`src/rtl/bank_cfg_pkg.sv`:
```
/*
 * Depth and access timing of one SRAM bank.
 */
package bank_cfg_pkg;

    // Words per bank, one per word index value.
    localparam int unsigned BankWords = 64;

    // Cycles from the grant edge to response valid.
    // Matches the registered read of the bank.
    localparam int unsigned RespLat = 1;

endpackage : bank_cfg_pkg

```
`src/rtl/tcdm_cfg_pkg.sv`:
```
/*
 * Geometry of the TCDM interconnect and layout of the routed byte address.
 * Routed address: word index, then bank select, then byte offset.
 */
package tcdm_cfg_pkg;

    // Requestor ports and memory banks.
    localparam int unsigned NumIn = 4;
    localparam int unsigned NumOut = 4;

    // Requestor byte address as seen by the cores.
    localparam int unsigned FullAddrWidth = 32;
    // Part of the address that the interconnect routes on.
    localparam int unsigned AddrWidth = 10;

    // Word and byte enable widths.
    localparam int unsigned DataWidth = 32;
    localparam int unsigned BeWidth = DataWidth / 8;

    // Byte offset inside a word.
    localparam int unsigned ByteOffWidth = $clog2(BeWidth);
    // Bank select sits right above the byte offset, so words interleave.
    localparam int unsigned BankSelWidth = $clog2(NumOut);
    // Word index inside one bank, the rest of the routed address.
    localparam int unsigned AddrMemWidth = AddrWidth - BankSelWidth - ByteOffWidth;

    // Width of a requestor index.
    localparam int unsigned InIdxWidth = $clog2(NumIn);

endpackage : tcdm_cfg_pkg

```
`src/rtl/tcdm_sram_bank.sv`:
```
/*
 * One SRAM bank of the TCDM.
 * Byte-enabled writes, registered reads with one cycle of latency.
 */
module tcdm_sram_bank #(
    parameter int unsigned Words = bank_cfg_pkg::BankWords
) (
    input  logic                                  clk_i,
    input  logic                                  arst_n_i,
    input  logic                                  req_i,
    input  logic                                  we_i,
    input  logic [tcdm_cfg_pkg::AddrMemWidth-1:0] addr_i,
    input  logic [tcdm_cfg_pkg::DataWidth-1:0]    wdata_i,
    input  logic [tcdm_cfg_pkg::BeWidth-1:0]      be_i,
    output logic [tcdm_cfg_pkg::DataWidth-1:0]    rdata_o
);

    import tcdm_cfg_pkg::*;

    // Storage array.
    logic [DataWidth-1:0] mem_q [Words];

    // Write only the bytes with their enable set.
    always_ff @(posedge clk_i) begin
        if (req_i && we_i) begin
            for (int b = 0; b < BeWidth; b++) begin
                if (be_i[b]) begin
                    mem_q[addr_i][b*8 +: 8] <= wdata_i[b*8 +: 8];
                end
            end
        end
    end

    // Read returns the contents from before this edge.
    always_ff @(posedge clk_i or negedge arst_n_i) begin
        if (!arst_n_i) begin
            rdata_o <= '0;
        end else if (req_i && !we_i) begin
            rdata_o <= mem_q[addr_i];
        end
    end

endmodule : tcdm_sram_bank

```
`config.mk`:
```
export PLATFORM = sky130hd
export DESIGN_NAME = tcdm_sram_bank
export DESIGN_NICKNAME = d
export VERILOG_FILES = /design/src/rtl/bank_cfg_pkg.sv /design/src/rtl/tcdm_cfg_pkg.sv /design/src/rtl/tcdm_sram_bank.sv
export SDC_FILE = /design/constraint.sdc
export NUM_CORES = 2
export LEC_CHECK = 0
export BUFFER_PORTS_ARGS = -buffer_cell sky130_fd_sc_hd__buf_2
export CAP_MARGIN = 40
export CELL_PAD_IN_SITES_DETAIL_PLACEMENT = 0
export CELL_PAD_IN_SITES_GLOBAL_PLACEMENT = 1
export CORE_MARGIN = 1
export CORE_UTILIZATION = 52
export CTS_BUF_LIST = sky130_fd_sc_hd__clkbuf_2
export DETAILED_ROUTE_END_ITERATION = 10
export PLACE_DENSITY = 0.88
export SKIP_CTS_REPAIR_TIMING = 1
export SYNTH_ARGS = -nofsm -noshare
export SYNTH_HDL_FRONTEND = slang
export SYNTH_SLANG_ARGS = --single-unit
```
`constraint.sdc`:
```
create_clock -name clk_i -period 1.8 [get_ports clk_i]
set_input_delay 0.36 -clock clk_i [delete_from_list [all_inputs] [get_ports clk_i]]
set_output_delay 0.36 -clock clk_i [all_outputs]
set_load 0.005 [all_outputs]
```
# Word level (Yosys, flattened, before mapping)
# Memory sizes are Yosys's and may differ from the RTL's. A register that Yosys moved wholly into a read port is not among the register bits.
# Cells that the tools add are included.
[word_totals]
regBits = 0
mem_bits_rw = 2048
output_inout_bits = 32
wordCells = 17
memories = 1
[memory_table]
columns = ["name", "depth", "word_bits", "rd", "rd_ports_with_merged_regs", "wr", "line", "source"]
rows = [
  ["mem_q", 64, 32, 1, 1, 1, "tcdm_sram_bank.sv:21", "logic [DataWidth-1:0] mem_q [Words];"],
]
[op_classes]
n_mux = 12
reduce_logical = 4
[op_table]
columns = ["cell", "n"]
rows = [
  ["1-bit 2-to-1 mux", 12],
  ["1-bit logical AND", 2],
  ["1-bit logical NOT", 2],
]

# Longest topological paths before layout
[depth]
depth_word = 3
ltp_mapped = 12

# Worst setup path before layout
# OpenSTA, ideal clock, no wires.
[synth_timing]
path_type = "in2reg"
start = "in addr_i[0] (netlist name)"
end = "mem mem_q[12][16], enable pin"
arrival_time_ps = 2022
required_ps = 1430
slack_ps = -592
stages = 7
cell_sequence = "buf_6 or2_2 clkbuf_1 nor2_1 clkbuf_1 nand2_1 nor2_1"
[synth_lines]
columns = ["element", "line", "source"]
rows = [
  ["from (decl)", "tcdm_sram_bank.sv:12", "input logic [tcdm_cfg_pkg::AddrMemWidth-1:0] addr_i,"],
  ["to (decl)", "tcdm_sram_bank.sv:21", ""],
]
# No word-level cell before the write port.

# Worst setup path in the final report
[layout_timing]
start = "reg rdata_o[25] (netlist name) (read register of mem_q)"
end = "out rdata_o[25] (netlist name)"
[layout_lines]
columns = ["element", "line", "source"]
rows = [
  ["from (decl)", "tcdm_sram_bank.sv:15", "output logic [tcdm_cfg_pkg::DataWidth-1:0] rdata_o"],
]
# No word-level cell between the ends.

==> results.yml <==
outcome:
  status: "finished with violations"
  violations: "negative hold slack, negative setup slack"
grt:
  antenna_found_initial: 7
  track_usage: 0.324
  grt_pass1_wl_mm: 362
  overflow: 0
  grt_max_degree: 65
  grt_pass1_vias: 52000
drt:
  first_pass_iters: 10
  ant_nets: 0
  drt-total-wl_mm: 261
  num_vias: 53400
  drc: 0
  avgViaCountPerCell: 6.53
  drtIter0Drc: 8741
  wl_per_cell_um: 31.9
cells_and_area:
  regArea_mm2: 0.0623
  multi_input_area_mm2: 0.0199
  fillers: 9837
  stdcell_count: 8170
  drive_above_1_share: 0.408
  fin_nets: 5786
  area_growth_pct: 26.7
sta:
  timing.final.crit_share: 1.68
  setup_viol_count_final: 414
  rsz0062_at_grt: "true"
  min_period_ns: 3.02
  finalWorstSetupSlack_ns: -1.22
  hold_violations: 7
  fmax_mhz: 331
  relSlewSlack: 0.0687
  holdWs_ns: -0.0313
  skew_ns: 0.204
  slew_viol_final: 0
  tightest_slew_ns: 1.40
logic_synthesis:
  ys_seq_area_frac: 0.774
  yosysMostFrequentCell: "edfxtp_1"
  synth.area.top_cells: "edfxtp_1 (76%), mux4_2 (4.5%), mux2i_1 (3.1%), a221oi_1 (2.1%), nor2_1 (1.7%)"
  synth_top_area_cell: "edfxtp_1"
  synth_edf_count: 2048
  ys_ff_latch: 2080
  yosysTopAreaCellShare: 0.764
  yosysWarnings: 0
  synthesis.nets: 4460
  synth_commonest_cells: "edfxtp_1 (2,048), nor2_1 (357), mux2i_1 (246)"
  synthArstFlopShare: 0.0154
  syn_area_mm2: 0.0805
  syn_inst: 4414
  synth_area_per_cell_um2: 18.2
  synth_ff_type: "edfxtp_1"
  yosysUniqueCellTypes: 71
die:
  start_util: 0.523
  rows: 144
  die_h_um: 396
  die-area_mm2: 0.156
  io_pins: 78
  coreArea_mm2: 0.154
  dieWidth_um: 396
clock_network:
  root_buffer: "clkbuf_2"
  clkTransAtPathRegs_ns: 0.12
  clock_latency_ns: 2.01
  clock_sinks: 2080
  clk_path_buf_depth: 4
  cts_tree: "done"
  cts_max_level: 5
  cts-buffers-inserted: 496
worst_setup_path:
  cp-end-kind: "primary output"
  max_stage_delay_ns: 0.49
  cp.arrival_ns: 2.66
  path_cells: "buf_2"
  critPathRequiredTime_ns: 1.44
  path_delay_family: "flip-flops"
  crit_fanout: 2
  crit_type: "flop to primary output"
  worst-path-buf-inv: 1
  critPathLaunchType: "flop"
  critPathSlowestCell: "dfrtp_2"
power:
  vdd_drop_max_mv: 0.824
  leakage_nw: 34.8
  powerDensity_mw_per_mm2: 901
  power_w: 0.0920
place:
  dp_hpwl_mm: 170
  port_buffers: 77
  gp_congestion: 0.981
  dp_cells: 7143
  pre_cts_slack_ns: -1.34
hold_path:
  hp-class: "input pin to flop"
job:
  maxCapViolCount: 0
## state kept, by name, indices dropped and copies added (netlist names)
name	cells
mem_q	2048
rdata_o	32
## worst min-delay path, delay by kind of cell
family                 cells  cell delay, ns
buffers and inverters      6            0.71
AO/OA/AOI/OAI              4            0.55
AND/OR/NAND/NOR            2            0.29
## power breakdown
| part | internal [W] | leakage, nW | switching [W] | total (W) |
|---|---|---|---|---|
| Sequential | 0.0533 | 18.8 | 0.000266 | 0.0536 |
| Combinational | 0.00316 | 12.6 | 0.00484 | 0.00801 |
| Clock | 0.0117 | 3.40 | 0.0186 | 0.0304 |
| Total | 0.0682 | 34.8 | 0.0238 | 0.0920 |
## cell families (layout without fill, tap and decap cells)
kind of cell / after synthesis / in the layout / share of synthesized area
buf+inv: 314 / 2019 / 0.0203
other cells: 0 / 7 / 0
mux: 520 / 520 / 0.0914
flops: 2080 / 2080 / 0.774
compound gates: 916 / 916 / 0.0842
simple gates: 584 / 584 / 0.0305
## per-stage QoR
stage / cell area, µm² / setup TNS (ns) / util
floorplan: 84100 / -71.17 / -
global placement: 95000 / -1084.60 / 0.617
detailed placement: 95300 / -1120.71 / 0.619
CTS: 99700 / -46.03 / 0.648
global route: 102000 / -78.54 / 0.663
finish: 102000 / -97.04 / 0.663
## final cells by class
cell class              count  share of cell area
repair buffers           1138               0.125
clock buffers             723              0.0355
multi-input cells        2020               0.195
inverters                   4            0.000245
flip-flops and latches   2080               0.611
diodes                      7            0.000172
well taps                2044              0.0251
clock inverters           154             0.00783
## worst paths after layout
kind	from	to	slack, ns	cells past startpoint
min	addr_i[2]	rdata_o[25]$_DFFE_PN0P_	-0.03	12
max reg2reg	mem_q[62][21]$_DFFE_PP_	rdata_o[21]$_DFFE_PN0P_	-0.45	6
max in group asynchronous	arst_n_i	rdata_o[28]$_DFFE_PN0P_	0.59	4
max	rdata_o[25]$_DFFE_PN0P_	rdata_o[25]	-1.22	1
min in group asynchronous	arst_n_i	rdata_o[25]$_DFFE_PN0P_	0.29	4
min reg2reg	rdata_o[30]$_DFFE_PN0P_	rdata_o[30]$_DFFE_PN0P_	0.59	1
## cell usage in the layout (no fill, tap or decap), drive strengths merged, types with 12 or more instances in the layout
cell / synthesis / layout
edfxtp: 2048 / 2048
buf: 205 / 1015
clkbuf: 105 / 723
nor2: 358 / 358
mux2i: 246 / 246
a221oi: 194 / 194
mux4: 161 / 161
clkinv: 0 / 146
a22oi: 144 / 144
dlygate4sd3: 0 / 123
nand2: 121 / 121
a21oi: 113 / 113
mux2: 113 / 113
o21ai: 107 / 107
o22ai: 100 / 100
a221o: 44 / 44
dfrtp: 32 / 32
a22o: 27 / 27
a31oi: 25 / 25
and3: 23 / 23
o32a: 22 / 22
o22a: 21 / 21
o211ai: 19 / 19
nand3: 18 / 18
a222oi: 16 / 16
o2bb2ai: 13 / 13
o2111ai: 12 / 12
## metal layers
layer	track usage	vias to the layer above	share of wire
met2	0.484	4911	0.45
met3	0.101	966	0.15
met5	0	-	0.000050
met4	0.177	2	0.065
li1	-	21200	-
met1	0.426	26300	0.34
No activity file was read; power rests on OpenSTA's default activity.
