<file path="src/rtl/bank_cfg_pkg.sv">
/*
 * Depth and access timing of one SRAM bank.
 */
package bank_cfg_pkg;

    // Words per bank, one per word index value.
    localparam int unsigned BankWords = 64;

    // Cycles from the grant edge to response valid.
    // Matches the registered read of the bank.
    localparam int unsigned RespLat = 1;

endpackage : bank_cfg_pkg

</file>
<file path="src/rtl/tcdm_cfg_pkg.sv">
/*
 * Geometry of the TCDM interconnect and layout of the routed byte address.
 * Routed address: word index, then bank select, then byte offset.
 */
package tcdm_cfg_pkg;

    // Requestor ports and memory banks.
    localparam int unsigned NumIn = 4;
    localparam int unsigned NumOut = 4;

    // Requestor byte address as seen by the cores.
    localparam int unsigned FullAddrWidth = 32;
    // Part of the address that the interconnect routes on.
    localparam int unsigned AddrWidth = 10;

    // Word and byte enable widths.
    localparam int unsigned DataWidth = 32;
    localparam int unsigned BeWidth = DataWidth / 8;

    // Byte offset inside a word.
    localparam int unsigned ByteOffWidth = $clog2(BeWidth);
    // Bank select sits right above the byte offset, so words interleave.
    localparam int unsigned BankSelWidth = $clog2(NumOut);
    // Word index inside one bank, the rest of the routed address.
    localparam int unsigned AddrMemWidth = AddrWidth - BankSelWidth - ByteOffWidth;

    // Width of a requestor index.
    localparam int unsigned InIdxWidth = $clog2(NumIn);

endpackage : tcdm_cfg_pkg

</file>
<file path="src/rtl/tcdm_interconnect.sv">
/*
 * Logarithmic TCDM interconnect.
 * Bank decode, one round-robin arbiter per bank, request muxing
 * and a fixed latency response path back to the granted requestor.
 */
module tcdm_interconnect (
    input  logic                                                          clk_i,
    input  logic                                                          arst_n_i,
    // Requestor side.
    input  logic [tcdm_cfg_pkg::NumIn-1:0]                                req_i,
    input  logic [tcdm_cfg_pkg::NumIn-1:0][tcdm_cfg_pkg::AddrWidth-1:0]   add_i,
    input  logic [tcdm_cfg_pkg::NumIn-1:0]                                wen_i,
    input  logic [tcdm_cfg_pkg::NumIn-1:0][tcdm_cfg_pkg::DataWidth-1:0]   wdata_i,
    input  logic [tcdm_cfg_pkg::NumIn-1:0][tcdm_cfg_pkg::BeWidth-1:0]     be_i,
    output logic [tcdm_cfg_pkg::NumIn-1:0]                                gnt_o,
    output logic [tcdm_cfg_pkg::NumIn-1:0]                                vld_o,
    output logic [tcdm_cfg_pkg::NumIn-1:0][tcdm_cfg_pkg::DataWidth-1:0]   rdata_o,
    // Bank side.
    output logic [tcdm_cfg_pkg::NumOut-1:0]                               req_o,
    output logic [tcdm_cfg_pkg::NumOut-1:0][tcdm_cfg_pkg::AddrMemWidth-1:0] add_o,
    output logic [tcdm_cfg_pkg::NumOut-1:0]                               wen_o,
    output logic [tcdm_cfg_pkg::NumOut-1:0][tcdm_cfg_pkg::DataWidth-1:0]  wdata_o,
    output logic [tcdm_cfg_pkg::NumOut-1:0][tcdm_cfg_pkg::BeWidth-1:0]    be_o,
    input  logic [tcdm_cfg_pkg::NumOut-1:0][tcdm_cfg_pkg::DataWidth-1:0]  rdata_i
);

    import tcdm_cfg_pkg::*;
    import bank_cfg_pkg::*;

    // Address fields per requestor.
    logic [NumIn-1:0][BankSelWidth-1:0]        bank_sel;
    logic [NumIn-1:0][AddrMemWidth-1:0]        word_idx;
    // Request vector and arbitration result per bank.
    logic [NumOut-1:0][NumIn-1:0]              bank_req;
    logic [NumOut-1:0][NumIn-1:0]              bank_gnt;
    logic [NumOut-1:0][InIdxWidth-1:0]         bank_idx;
    // Response pipeline, valid bit and winner index per bank.
    logic [RespLat-1:0][NumOut-1:0]            vld_q;
    logic [RespLat-1:0][NumOut-1:0][InIdxWidth-1:0] idx_q;

    for (genvar i = 0; i < NumIn; i++) begin : g_dec
        assign bank_sel[i] = add_i[i][ByteOffWidth +: BankSelWidth];
        assign word_idx[i] = add_i[i][ByteOffWidth + BankSelWidth +: AddrMemWidth];
    end

    for (genvar j = 0; j < NumOut; j++) begin : g_bank
        // Requestors that target this bank.
        for (genvar i = 0; i < NumIn; i++) begin : g_req
            assign bank_req[j][i] = req_i[i] && (bank_sel[i] == BankSelWidth'(j));
        end

        tcdm_rr_arbiter i_arbiter (
            .clk_i    (clk_i),
            .arst_n_i (arst_n_i),
            .req_i    (bank_req[j]),
            .gnt_o    (bank_gnt[j]),
            .idx_o    (bank_idx[j])
        );

        // Winner fields go to the bank.
        assign req_o[j]   = |bank_req[j];
        assign add_o[j]   = word_idx[bank_idx[j]];
        assign wen_o[j]   = wen_i[bank_idx[j]];
        assign wdata_o[j] = wdata_i[bank_idx[j]];
        assign be_o[j]    = be_i[bank_idx[j]];
    end

    // A requestor targets one bank, so at most one grant reaches it.
    always_comb begin
        gnt_o = '0;
        for (int j = 0; j < NumOut; j++) begin
            gnt_o = gnt_o | bank_gnt[j];
        end
    end

    // Valid bits of the response pipeline.
    always_ff @(posedge clk_i or negedge arst_n_i) begin
        if (!arst_n_i) begin
            vld_q <= '0;
        end else begin
            vld_q[0] <= req_o;
            for (int s = 1; s < RespLat; s++) begin
                vld_q[s] <= vld_q[s-1];
            end
        end
    end

    // Winner index travels alongside, qualified by the valid bit.
    always_ff @(posedge clk_i) begin
        idx_q[0] <= bank_idx;
        for (int s = 1; s < RespLat; s++) begin
            idx_q[s] <= idx_q[s-1];
        end
    end

    // Steer bank read data back to the requestor that won.
    always_comb begin
        vld_o   = '0;
        rdata_o = '0;
        for (int j = 0; j < NumOut; j++) begin
            if (vld_q[RespLat-1][j]) begin
                vld_o[idx_q[RespLat-1][j]]   = 1'b1;
                rdata_o[idx_q[RespLat-1][j]] = rdata_i[j];
            end
        end
    end

endmodule : tcdm_interconnect

</file>
<file path="src/rtl/tcdm_interconnect_wrap.sv">
/*
 * Wrapper around the TCDM interconnect.
 * Trims requestor addresses, bypasses the interconnect for one requestor
 * and one bank, and rejects one requestor with several banks.
 */
module tcdm_interconnect_wrap (
    input  logic                                                              clk_i,
    input  logic                                                              arst_n_i,
    // Requestor side.
    input  logic [tcdm_cfg_pkg::NumIn-1:0]                                    req_i,
    input  logic [tcdm_cfg_pkg::NumIn-1:0][tcdm_cfg_pkg::FullAddrWidth-1:0]   addr_i,
    input  logic [tcdm_cfg_pkg::NumIn-1:0]                                    we_i,
    input  logic [tcdm_cfg_pkg::NumIn-1:0][tcdm_cfg_pkg::DataWidth-1:0]       wdata_i,
    input  logic [tcdm_cfg_pkg::NumIn-1:0][tcdm_cfg_pkg::BeWidth-1:0]         be_i,
    output logic [tcdm_cfg_pkg::NumIn-1:0]                                    gnt_o,
    output logic [tcdm_cfg_pkg::NumIn-1:0]                                    rvalid_o,
    output logic [tcdm_cfg_pkg::NumIn-1:0][tcdm_cfg_pkg::DataWidth-1:0]       rdata_o,
    // Bank side.
    output logic [tcdm_cfg_pkg::NumOut-1:0]                                   req_o,
    output logic [tcdm_cfg_pkg::NumOut-1:0][tcdm_cfg_pkg::AddrMemWidth-1:0]   add_o,
    output logic [tcdm_cfg_pkg::NumOut-1:0]                                   wen_o,
    output logic [tcdm_cfg_pkg::NumOut-1:0][tcdm_cfg_pkg::DataWidth-1:0]      wdata_o,
    output logic [tcdm_cfg_pkg::NumOut-1:0][tcdm_cfg_pkg::BeWidth-1:0]        be_o,
    input  logic [tcdm_cfg_pkg::NumOut-1:0][tcdm_cfg_pkg::DataWidth-1:0]      rdata_i
);

    import tcdm_cfg_pkg::*;

    // Only the low bits matter for routing.
    logic [NumIn-1:0][AddrWidth-1:0] addr_trunc;

    for (genvar i = 0; i < NumIn; i++) begin : g_trunc
        assign addr_trunc[i] = addr_i[i][AddrWidth-1:0];
    end

    if (NumIn == 1 && NumOut == 1) begin : g_direct
        // Single bank, no select field and nothing to arbitrate.
        logic rvalid_q;

        assign req_o[0]   = req_i[0];
        assign add_o[0]   = addr_trunc[0][ByteOffWidth +: AddrMemWidth];
        assign wen_o[0]   = we_i[0];
        assign wdata_o[0] = wdata_i[0];
        assign be_o[0]    = be_i[0];
        assign gnt_o[0]   = 1'b1;

        // Bank answers one cycle after the request.
        always_ff @(posedge clk_i or negedge arst_n_i) begin
            if (!arst_n_i) begin
                rvalid_q <= 1'b0;
            end else begin
                rvalid_q <= req_i[0];
            end
        end

        assign rvalid_o[0] = rvalid_q;
        assign rdata_o[0]  = rdata_i[0];
    end else if (NumIn == 1) begin : g_bad_shape
        $error("tcdm_interconnect_wrap: one requestor with several banks is not supported.");
    end else begin : g_lic
        tcdm_interconnect i_tcdm_interconnect (
            .clk_i    (clk_i),
            .arst_n_i (arst_n_i),
            .req_i    (req_i),
            .add_i    (addr_trunc),
            .wen_i    (we_i),
            .wdata_i  (wdata_i),
            .be_i     (be_i),
            .gnt_o    (gnt_o),
            .vld_o    (rvalid_o),
            .rdata_o  (rdata_o),
            .req_o    (req_o),
            .add_o    (add_o),
            .wen_o    (wen_o),
            .wdata_o  (wdata_o),
            .be_o     (be_o),
            .rdata_i  (rdata_i)
        );
    end

endmodule : tcdm_interconnect_wrap

</file>
<file path="src/rtl/tcdm_rr_arbiter.sv">
/*
 * Round-robin arbiter for one bank.
 * Combinational grant, priority pointer moves past the winner.
 */
module tcdm_rr_arbiter (
    input  logic                                clk_i,
    input  logic                                arst_n_i,
    input  logic [tcdm_cfg_pkg::NumIn-1:0]      req_i,
    output logic [tcdm_cfg_pkg::NumIn-1:0]      gnt_o,
    output logic [tcdm_cfg_pkg::InIdxWidth-1:0] idx_o
);

    import tcdm_cfg_pkg::*;

    // Requestor with the highest priority this cycle.
    logic [InIdxWidth-1:0] ptr_q;
    // One past the current winner.
    logic [InIdxWidth-1:0] nxt_ptr;
    // Set once a requestor has been picked in the scan.
    logic                  found;

    // Scan from the pointer upwards and wrap around.
    always_comb begin
        gnt_o = '0;
        idx_o = ptr_q;
        found = 1'b0;
        for (int off = 0; off < NumIn; off++) begin
            if (!found && req_i[(int'(ptr_q) + off) % NumIn]) begin
                found = 1'b1;
                idx_o = InIdxWidth'((int'(ptr_q) + off) % NumIn);
            end
        end
        // Only one grant bit, the winner.
        if (found) begin
            gnt_o[idx_o] = 1'b1;
        end
    end

    assign nxt_ptr = InIdxWidth'((int'(idx_o) + 1) % NumIn);

    // The bank takes every request, so any request is a grant.
    always_ff @(posedge clk_i or negedge arst_n_i) begin
        if (!arst_n_i) begin
            ptr_q <= '0;
        end else if (|req_i) begin
            ptr_q <= nxt_ptr;
        end
    end

endmodule : tcdm_rr_arbiter

</file>
<file path="config.mk">
export PLATFORM = sky130hd
export DESIGN_NAME = tcdm_interconnect_wrap
export DESIGN_NICKNAME = d
export VERILOG_FILES = /design/src/rtl/bank_cfg_pkg.sv /design/src/rtl/tcdm_cfg_pkg.sv /design/src/rtl/tcdm_interconnect.sv /design/src/rtl/tcdm_interconnect_wrap.sv /design/src/rtl/tcdm_rr_arbiter.sv
export SDC_FILE = /design/constraint.sdc
export NUM_CORES = 1
export LEC_CHECK = 0
export BUFFER_PORTS_ARGS = -buffer_cell sky130_fd_sc_hd__buf_2
export CORE_AREA = 2 2 277 279
export DETAILED_ROUTE_END_ITERATION = 12
export DIE_AREA = 0 0 279 281
export PLACE_DENSITY = 0.37
export SYNTH_ARGS = -nofsm -noshare
export SYNTH_HDL_FRONTEND = slang
export SYNTH_HIERARCHICAL = 1
export SYNTH_SLANG_ARGS = --single-unit
</file>
<file path="constraint.sdc">
create_clock -name clk_i -period 6.02 [get_ports clk_i]
set_input_delay 0.602 -clock clk_i [delete_from_list [all_inputs] [get_ports clk_i]]
set_output_delay 0.602 -clock clk_i [all_outputs]
set_load 0.01 [all_outputs]
</file>
# After elaboration in Yosys (flattened, before gate mapping)
# Index checks and enable logic that the tools add are counted.
dict set report word_totals {
  ff_bits 20
  inputBits 410
  word_cells 263
}
dict set report classes {
  addsub 16
  n_lt_le_gt_ge 32
  n_eq_ne 12
  muxes 131
  bitwise 7
  n_reduce_logical 56
}
# operator count
set ops {}
lappend ops {{$mux 128} 4}
lappend ops {{$bwmux 128} 3}
lappend ops {{$bmux 32 s2} 4}
lappend ops {{$demux 32 s2} 4}
lappend ops {{$mux 32} 8}
lappend ops {{$and 128x128->128} 1}
lappend ops {{$lt 2x3->1 const B} 24}
lappend ops {{$bmux 6 s2} 4}
lappend ops {{$mux 4} 12}
lappend ops {{$mux 1} 44}
lappend ops {{$bmux 1 s2} 20}
lappend ops {{$logic_and 1x1->1} 36}
lappend ops {{$bmux 4 s2} 4}
lappend ops {{$mux 2} 12}
lappend ops {{$mux 6} 4}
lappend ops {{$or 4x4->4} 6}
lappend ops {{$add 2x1->2 const B} 8}
lappend ops {{$add 2x2->2 const B} 8}
lappend ops {{$demux 1 s2} 8}
lappend ops {{$eq 2x2->1 const B} 8}
lappend ops {{$ge 2x1->1 const B} 8}
lappend ops {{$reduce_or 4->1} 4}
lappend ops {{$logic_not 1->1} 12}
lappend ops {{$eq 2x1->1 const B} 4}
lappend ops {{$logic_not 2->1} 4}

# Logic depth before layout (Yosys ltp)
dict set report logic_depth {
  word_depth 22
  depth_mapped 8
}

# By module
# The synthesis kept the hierarchy.
# mod instances cells_each area_per_inst_um2
set modules_own_cells {}
lappend modules_own_cells {tcdm_interconnect 1 986 9831.9}
lappend modules_own_cells {{tcdm_rr_arbiter (g_lic.i_tcdm_interconnect.g_bank[0].i_arbiter ...)} 3 32 286.5}
lappend modules_own_cells {{tcdm_rr_arbiter (g_lic.i_tcdm_interconnect.g_bank[3].i_arbiter)} 1 34 315.3}

# Worst setup path after synthesis
# No wires, ideal clock.
dict set report synth_timing {
  path_type {input to output}
  start {input port addr_i[35] (netlist name)}
  end {output port add_o[0] (netlist name)}
  arrival_ns 2.891
  slack_ns 2.527
  stages 7
  path_buffers 2
  cell_sequence {nor3b_1 and2b_1 nor3_2 o21a_1 clkbuf_1 buf_4 mux4_2}
}
# element line_no
set synth_rtl {}
lappend synth_rtl {{from (decl)} tcdm_interconnect_wrap.sv:11} ;# input logic [tcdm_cfg_pkg::NumIn-1:0][tcdm_cfg_pkg::FullAddrWidth-1:0] addr_i,
lappend synth_rtl {{to (decl)} tcdm_interconnect_wrap.sv:20} ;# output logic [tcdm_cfg_pkg::NumOut-1:0][tcdm_cfg_pkg::AddrMemWidth-1:0] add_o,

==> results by group <==
Synthesis
  • Top-count cell post-synth: mux4_2
  • Distinct cells, synth: 52
  • Compound-Gate Fraction of Synth Area: 0.3073
  • Mean Syn Cell Area: 9.863 um2
  • Post-Synth XOR/XNOR Area: 0
  • Asr flop ratio synth: 0.6000
  • EDFF count, synth: 0
  • Top cell type's share of synthesized area: 0.3519
  • Multiplexer share of the synthesized area: 0.3583
  • Sequential element share of the synthesized area: 0.04183
  • Synth Area in Simple Gates: 0.1921
  • Largest cells by area after synthesis: mux4_2 (35%), o311a_1 (5.8%), o2bb2ai_1 (5.3%), nand4b_1 (5.3%), o21ai_0 (4.7%)
  • Mapped cell area: 11010 um2
  • Main combinational cell family by area after synthesis: multiplexers
  • Area leader, netlist: mux4_2
  • Commonest cells post-synth: mux4_2 (172), o21ai_0 (103), clkbuf_1 (94), o2bb2ai_1 (67), nand4b_1 (66)
  • Net Count, Synth: 1542
  • Post-Synthesis Cells: approximately 1100
  • Yosys warns: 6
  • Post-Synth Adder-Cell Area: 0.01819
  • Post-synth top flop: dfrtp_1
  • Synth Register Bits: 20

Clocking
  • Clock root cell: clkbuf_16
  • Setup Fix Bufs, Post-CTS: 0
  • Clock Path Buffers: 2
  • CTS Sinks: 20
  • Post-cts gate resize count: 0
  • CTS tree: built
  • CTS Buf Count: 3
  • H-Tree Depth: 1
  • Cts hold-fix bufs: 0
  • Worst-path clk slew: ~0.060 ns
  • Clock latency on the worst-skew pair: 0.26 ns

Power and ir drop
  • Max VDD drop: 201.0 uV
  • Leakage: ~6 nW
  • Pwr/cell area: between 400 and 500 nW/um2

Floorplan
  • Die Y: 281 um
  • Io pins: slightly above 700
  • Die ar.: ~78000 um2
  • Core area: around 75000 um2
  • Chip Width: roughly 280 um
  • Std cell rows: between 100 and 150
  • Initial Util: 0.1459

Route
  • Remaining DRCs: 0
  • Wirelength per Cell: roughly 30 um
  • Vias/cell: ~5.4
  • Via count: around 14000
  • First-pass DRT Iterations: 5
  • DRC marker count from the first detailed-route iteration: 900
  • Total Wirelength: 77.36 mm
  • Antenna viol nets, final: 0

Layout
  • Fill cell count: around 8400
  • Final Util: 0.2005
  • Layout cell share with drive strength beyond 1: 0.5611
  • Area Growth Syn to Fin: 37.41%
  • # nets final: just over 2000

Place
  • DP Wirelength: ~58 mm
  • # port buffers: 625
  • Gpl congestion: 0.8920

Worst setup path
  • Worst Path Max Fanout: 32
  • Crit start category: primary input
  • Crit Path Category: in2out
  • Crit path DAT: 4.08 ns
  • CP required: about 5.4 ns
  • CP endpoint kind: output pin

STA
  • Setup TNS: 0 ns
  • FMAX: 213.7 MHz
  • Fin crit share: 0.7772
  • Final setup viols: 0
  • Final Skew: about 0.002 ns
  • Minimum clock period: approximately 4.7 ns
  • Rel. slew slack: 0.2490
  • Final hold violations: 0
  • Max-slew violation count: 0
  • Measured slew at the worst slew-check pin: approximately 1.1 ns
  • RSZ-0062 raised after global routing: no

GRT
  • First-pass GRT wire length: 106.5 mm
  • Vias in the first global route: approximately 14000
  • Remaining Overflow, GRT: 0
  • Total GRT Usage: 0.1862
  • Initial antenna violation count: 21
  • Largest net degree at the start of global routing: 83

Outcome
  • Outcome: completed

Run
  • Maxcap violations: 0

Min path
  • Hold Crit Class: in2async
worst paths after layout:
path	slack, ns	depth (start not counted)	end	from
hold / removal	0.24	1	asynchronous set/reset pin	arst_n_i
max in group asynchronous	5.48	1	g_lic.i_tcdm_interconnect/vld_q[1]	arst_n_i
setup / recovery	1.34	8	wdata_o[7]	addr_i[35]
hold reg to reg	0.55	2	register	register
min in group clk_i	0.55	2	register	register
setup reg to reg	3.32	5	register	register
layout by cell type (no fill, tap or decap), types with 4 or more instances in the layout:
master,instances
dfxtp_1,6
nor3b_1,7
or4_1,9
o21a_1,32
mux2_4,4
o311a_1,64
nor2b_1,10
buf_4,33
and2b_1,17
nor4_4,4
nand4b_1,66
diode_2,5
inv_1,37
nand2_1,47
dfrtp_1,11
a22o_1,32
nor2_1,24
o21ai_1,33
mux4_2,172
o21ai_0,103
a311oi_2,30
ha_1,16
buf_2,625
o2bb2ai_1,67
nor4bb_1,32
a311o_1,32
and3_1,4
and4_1,32
nand3b_1,6
critical path, stage by stage:
cell and delay (ns):
buf_2 0.12, nor3b_1 0.91, and2b_1 0.29, nor3_2 0.20, o21a_4 0.63, buf_4 0.46, mux4_2 0.61, buf_2 0.17
area by class of cell:
type / count / area (um2) / share of cell area
diodes: 5 / 12.51 / 0.0008273
well taps: 978 / 1224 / 0.08091
inverters: 38 / 142.6 / 0.009431
clock inverters: 1 / 30.03 / 0.001985
clock buffers: 3 / 75.07 / 0.004964
repair buffers: 658 / 3376 / 0.2232
multi-input cells: 893 / 9793 / 0.6475
flip-flops and latches: 20 / 471.7 / 0.03119
metrics by stage:
stage / hold WS [ns] / setup WS [ns] / power (mW) / area (um2) / instances
3_5_place_dp: 0.5328 / 1.281 / 7.033 / 15010 / 2587
4_1_cts: 0.2712 / 1.277 / 7.254 / 15110 / 2591
3_3_place_gp: 0.5309 / 1.267 / 7.021 / 15010 / 2587
2_1_floorplan: 0.3064 / 2.527 / 4.272 / 11010 / 1116
5_1_grt: 0.2642 / 1.123 / 7.560 / 15120 / 2596
6_report: 0.2402 / 1.341 / 7.155 / 15120 / 2596
registers in the layout, indices dropped and copies added (netlist names):
name                                              cells
g_lic.i_tcdm_interconnect/g_bank.i_arbiter/ptr_q      8
g_lic.i_tcdm_interconnect/idx_q                       8
g_lic.i_tcdm_interconnect/vld_q                       4
report_power, final:
group | switching (mW) | internal, mW | leakage, nW
sequential | 0.214 | 0.196 | 0.207
combinational | 3.78 | 2.77 | 5.90
clock | 0.0619 | 0.132 | 0.0511
layer usage:
layer,vias to the layer above,track usage,part of all wire
met5,-,0,0.00097
met4,14,0.06562,0.036
met3,128,0.03525,0.073
met2,800,0.3419,0.51
met1,7135,0.2146,0.38
li1,5819,-,-
kinds of logic (layout without fill, tap and decap cells):
logic type / after synthesis / in the layout
and+or+nand+nor: 284 / 284
other: 0 / 5
buffers and inverters: 203 / 700
adders and majority gates: 16 / 16
DFF: 20 / 20
muxes: 177 / 177
AOI/OAI and AO/OA: 416 / 416
Note: power is estimated with default switching activity, not from simulation.
